==> config.mk <==
export PLATFORM = sky130hd
export DESIGN_NAME = ntt_share_arbiter
export DESIGN_NICKNAME = d
export VERILOG_FILES = /design/src/hw/ntt_ctrl_pkg.sv /design/src/hw/ntt_params_pkg.sv /design/src/hw/ntt_share_arbiter.sv
export SDC_FILE = /design/constraint.sdc
export NUM_CORES = 1
export LEC_CHECK = 0
export BUFFER_PORTS_ARGS = -buffer_cell sky130_fd_sc_hd__buf_2
export CORE_MARGIN = 4
export CORE_UTILIZATION = 29
export DETAILED_ROUTE_END_ITERATION = 10
export PLACE_DENSITY = 0.68
export SYNTH_ARGS = -nofsm -noshare
export SYNTH_HDL_FRONTEND = slang
export SYNTH_SLANG_ARGS = --single-unit
==> constraint.sdc <==
create_clock -name clk -period 2.28 [get_ports clk]
set_input_delay 0.114 -clock clk [delete_from_list [all_inputs] [get_ports clk]]
set_output_delay 0.114 -clock clk [all_outputs]
set_load 0.02 [all_outputs]
==> src/hw/ntt_ctrl_pkg.sv <==
// *************************************************************************
// Control encodings of the shared polynomial unit
//   Controller mode, engine operation and engine FSM states
// *************************************************************************

package ntt_ctrl_pkg;

  typedef enum logic [2:0] {
    MODE_NONE           = 3'd0,
    MODE_PWM            = 3'd1,
    MODE_PWM_ACCUM      = 3'd2,
    MODE_PWM_SMPL       = 3'd3,
    MODE_PWM_ACCUM_SMPL = 3'd4,
    MODE_PWA            = 3'd5,
    MODE_PWS            = 3'd6
  } ntt_mode_e;

  typedef enum logic [1:0] {
    OP_MUL = 2'd0,
    OP_ADD = 2'd1,
    OP_SUB = 2'd2
  } engine_op_e;

  typedef enum logic [1:0] {
    IDLE  = 2'd0,
    RUN   = 2'd1,
    DRAIN = 2'd2
  } engine_state_e;

endpackage

==> src/hw/ntt_params_pkg.sv <==
// *************************************************************************
// Sizes and number formats of the shared polynomial unit
//   Coefficient, product, index and memory address widths
//   Polynomial length, memory depth and destination offset
//   The modulus Q
// *************************************************************************

package ntt_params_pkg;

  localparam int COEFF_W = 23;
  localparam int POLY_N = 8;
  localparam int MEM_DEPTH = 64;
  localparam int ADDR_W = $clog2(MEM_DEPTH);
  localparam int IDX_W = $clog2(POLY_N);

  typedef logic [COEFF_W-1:0] coeff_t;
  typedef logic [2*COEFF_W-1:0] prod_t;
  typedef logic [ADDR_W-1:0] mem_addr_t;
  typedef logic [IDX_W-1:0] idx_t;

  // Destination region sits right after the pwo operand
  localparam mem_addr_t DEST_OFFSET = mem_addr_t'(POLY_N);

  // ML-DSA prime, 2^23 - 2^13 + 1
  localparam coeff_t Q = 23'd8380417;

endpackage
==> src/hw/ntt_share_arbiter.sv <==
// *************************************************************************
// Sharing arbiter for two controller ports
//   Accepts one start pulse at a time, port 0 first
//   Latches the owner, the mode and both base addresses
//   Decodes the mode into engine operation and sampler rules
//   Routes engine busy and done back to the owning port
// *************************************************************************

`timescale 1ns/100ps

module ntt_share_arbiter (
  input  logic                              clk,
  input  logic                              reset_n,
  input  logic [1:0]                        ntt_enable_i,
  input  ntt_ctrl_pkg::ntt_mode_e [1:0]     ntt_mode_i,
  input  ntt_params_pkg::mem_addr_t [1:0]   ntt_base_i,
  input  ntt_params_pkg::mem_addr_t [1:0]   pwo_base_i,
  input  logic [1:0]                        sampler_dv_i,
  input  logic                              engine_busy_i,
  input  logic                              engine_done_i,
  output logic [1:0]                        ntt_busy_o,
  output logic [1:0]                        ntt_done_o,
  output logic                              engine_start_o,
  output ntt_ctrl_pkg::engine_op_e          engine_op_o,
  output logic                              accumulate_o,
  output logic                              smpl_mode_o,
  output logic                              smpl_valid_o,
  output ntt_params_pkg::mem_addr_t         a_base_o,
  output ntt_params_pkg::mem_addr_t         b_base_o
);

  logic                      sel;
  logic                      accept;
  logic                      owner_q;
  logic                      start_q;
  ntt_ctrl_pkg::ntt_mode_e   mode_q;
  ntt_params_pkg::mem_addr_t a_base_q;
  ntt_params_pkg::mem_addr_t b_base_q;

  // Port 1 only gets in when port 0 is quiet
  assign sel = ~ntt_enable_i[0];

  // Requests during a job or with no mode are dropped
  assign accept = (|ntt_enable_i) && (ntt_mode_i[sel] != ntt_ctrl_pkg::MODE_NONE) &&
                  !engine_busy_i && !start_q;

  always_ff @(posedge clk or negedge reset_n) begin
    if (!reset_n) begin
      owner_q <= 1'b0;
      start_q <= 1'b0;
      mode_q  <= ntt_ctrl_pkg::MODE_NONE;
    end else begin
      start_q <= accept;
      if (accept) begin
        owner_q <= sel;
        mode_q  <= ntt_mode_i[sel];
      end
    end
  end

  always_ff @(posedge clk) begin
    if (accept) begin
      a_base_q <= ntt_base_i[sel];
      b_base_q <= pwo_base_i[sel];
    end
  end

  assign engine_start_o = start_q;
  assign a_base_o       = a_base_q;
  assign b_base_o       = b_base_q;

  // Mode decode, sampler valid only matters for the owner
  always_comb begin
    engine_op_o  = ntt_ctrl_pkg::OP_MUL;
    accumulate_o = 1'b0;
    smpl_mode_o  = 1'b0;
    smpl_valid_o = 1'b1;
    case (mode_q)
      ntt_ctrl_pkg::MODE_PWM_ACCUM: accumulate_o = 1'b1;
      ntt_ctrl_pkg::MODE_PWM_SMPL: begin
        smpl_mode_o  = 1'b1;
        smpl_valid_o = sampler_dv_i[owner_q];
      end
      ntt_ctrl_pkg::MODE_PWM_ACCUM_SMPL: begin
        accumulate_o = 1'b1;
        smpl_mode_o  = 1'b1;
        smpl_valid_o = sampler_dv_i[owner_q];
      end
      ntt_ctrl_pkg::MODE_PWA: engine_op_o = ntt_ctrl_pkg::OP_ADD;
      ntt_ctrl_pkg::MODE_PWS: engine_op_o = ntt_ctrl_pkg::OP_SUB;
      default: ;
    endcase
  end

  // Status goes only to the port that owns the job
  always_comb begin
    ntt_busy_o          = 2'b00;
    ntt_done_o          = 2'b00;
    ntt_busy_o[owner_q] = engine_busy_i;
    ntt_done_o[owner_q] = engine_done_i;
  end

endmodule

==> results.json <==
{
  "run_status": "finished clean",
  "drive_gt1_share_pct": 65.3,
  "met1_usage_pct": 12.8,
  "skew_ns": 0.00297,
  "port_buffers": 59,
  "routed-via-count": 690,
  "clock_sinks": 17,
  "die_w_um": 62.4,
  "synth_area_um2": 857,
  "firstDrtPassIters": 4,
  "syn-num-nets": 100,
  "finalNetCount": 163,
  "yosysWarnings": 0,
  "cts-root-buf": "clkbuf_4",
  "fillers": 261,
  "power_leakage_nw": 0.586,
  "clock.fmax_ghz": 0.645,
  "ys_seq_area_share_pct": 56.6,
  "r2r_end": "b_base_o[4]",
  "cts_tree": "yes",
  "grt_util_met3_pct": 5.05,
  "vias_per_cell": 4.45,
  "slew_viol_final": 0,
  "wl_um": 2010,
  "critPathBufInv": 1,
  "hp-start": "pwo_base_i[9]",
  "hpwl_um": 1660,
  "gp_congestion": 0.785,
  "htreeDepth": 1,
  "r2r-start": "engine_start_o",
  "antennaDiodeCount": 0,
  "maxSlewHeadroom_pct": 66.3,
  "synth_cells": 62,
  "finalCritPeriodShare_pct": 68.0,
  "cp.arrival_ns": 1.48,
  "fin_area_mm2": 0.00121,
  "hold_class": "primary input to register",
  "critical-path-top-delay-family": "flip-flops",
  "final_common_cell": "buf_2",
  "max_stage_delay_ns": 0.42,
  "grt_overflow": 0,
  "r2r_setup_slack_ns": 0.73,
  "row_count": 19,
  "avgRoutedWirePerCell_um": 13.0,
  "clkTransAtPathRegs_ns": 0.10,
  "grt_use_met2_pct": 15.9,
  "cap_violations": 0,
  "syn_area_per_cell_um2": 13.8,
  "powerDensity_mw_per_mm2": 678,
  "syn_to_final_growth_pct": 41.3,
  "dieArea_mm2": 0.00389,
  "grt_busiest_layer": "met2",
  "critPathMaxFanout": 13,
  "die-height_um": 62.4,
  "holdPathEnd": "b_base_o[3]",
  "holdPathStages": 2,
  "worstMarginPinSlew_ns": 0.505,
  "worstPathCellList": "nor3_2 -> a21oi_2 -> inv_1",
  "ir_worst_vdd_mv": 0.445,
  "clock_latency_ns": 0.28,
  "rsz0062_at_grt": "false",
  "ys_ff_latch": 17,
  "core_mm2": 0.00278,
  "path_class": "register to register",
  "setup_viol": 0,
  "boundaryPins": 60,
  "cts_setup_buffers": 0,
  "placed_area_mm2": 0.00117,
  "grt_pass1_vias": 733,
  "hold_viol": 0,
  "hold_ws_ns": 0.133,
  "fin_setup_tns_ns": 0,
  "r2r_cells": 3,
  "end_kind": "register",
  "fin_crit_ns": 1.55,
  "drc": 0,
  "grt_max_degree": 21,
  "final_core_util_pct": 43.5,
  "drtAntennaViolNets": 0,
  "synth.distinct_cells": 21,
  "cts-buffers-inserted": 3,
  "antenna_found_initial": 0,
  "cts_buffer_depth": 2,
  "start_kind": "register",
  "start_util_pct": 30.8,
  "grt_pass1_wl_um": 3310,
  "cp.required_ns": 2.20,
  "drt_iter0_drc": 10,
  "final_cell_mix": "59 x buf_2, 14 x mux2_2, 12 x edfxtp_1, 5 x dfrtp_1",
  "cp_slowest_cell": "dfrtp_1",
  "grt_util_all_layers_pct": 10.5
}
[worst max-delay path by stage]
stage	from	to	slack (ns)	cells after the start
detailed placement	ntt_enable_i[0]	b_base_o[3]	0.52	5
global route	engine_start_o	a_base_o[2]	0.58	3
global placement	ntt_enable_i[0]	b_base_o[4]	0.59	5
CTS	engine_start_o	b_base_o[3]	0.70	3
floorplan	engine_start_o	a_base_o[0]	0.82	3
finish	engine_start_o	b_base_o[4]	0.73	3
[sequential cells by signal, summed over array words and instances, names as in the netlist]
| signal | count |
|---|---|
| b_base_o | 6 |
| a_base_o | 6 |
| mode_q | 3 |
| owner_q | 1 |
| engine_start_o | 1 |
[cells by family (layout without fill, tap and decap cells)]
logic type | after synthesis | in the layout | share of synthesized area (%)
AO/OA/AOI/OAI | 6 | 6 | 5.55
buffers and inverters | 5 | 67 | 3.21
AND/OR/NAND/NOR | 16 | 16 | 10.9
multiplexers | 18 | 18 | 23.6
flip-flops | 17 | 17 | 56.6
[synth_stat cells (all sizes together)]
library cell	instances	area (um2)
and3	1	6.26
a21o	1	7.51
nor2	3	11.3
nand2	3	11.3
nand3b	1	7.51
nor3	2	20.0
a21oi	3	18.8
mux2i	3	30.0
mux2	15	173
dfrtp	5	125
and2	2	12.5
nor2b	2	12.5
nand2b	2	12.5
buf	2	16.3
inv	3	11.3
edfxtp	12	360
a22o	1	8.76
a211oi	1	12.5
[per-layer routing]
metal,vias to the layer above,wire (um)
li1,349,-
met1,301,887
met2,38,849
met3,2,254
met4,0,21
met5,-,0
[report_power, final]
group	internal (mW)	switching [mW]
clock	0.0677	0.0877
sequential	0.378	0.0267
combinational	0.115	0.146
total	0.560	0.261
[final cells by class]
type	instances	area, um2	share of cell area, %
tap	31	38.8	3.20
timing repair buffer	60	305	25.2
sequential	17	485	40.1
clock buffer	4	26.3	2.17
multi-input combinational	40	344	28.4
inverter	3	11.3	0.930
[stage by stage]
step	setup slack [ns]	std cells	total power [mW]
after detailed placement	0.517	150	0.676
after global routing	0.582	155	0.880
after global placement	0.592	150	0.671
after floorplan	0.821	62	0.575
final	0.729	155	0.821
after CTS	0.701	155	0.832
[repair_timing]
item                                   in CTS  in global routing
endpoints found under the hold margin       5                  0
hold buffers                                1                  0
resized for setup                           0                  0
(Power assumes the default switching activity.)
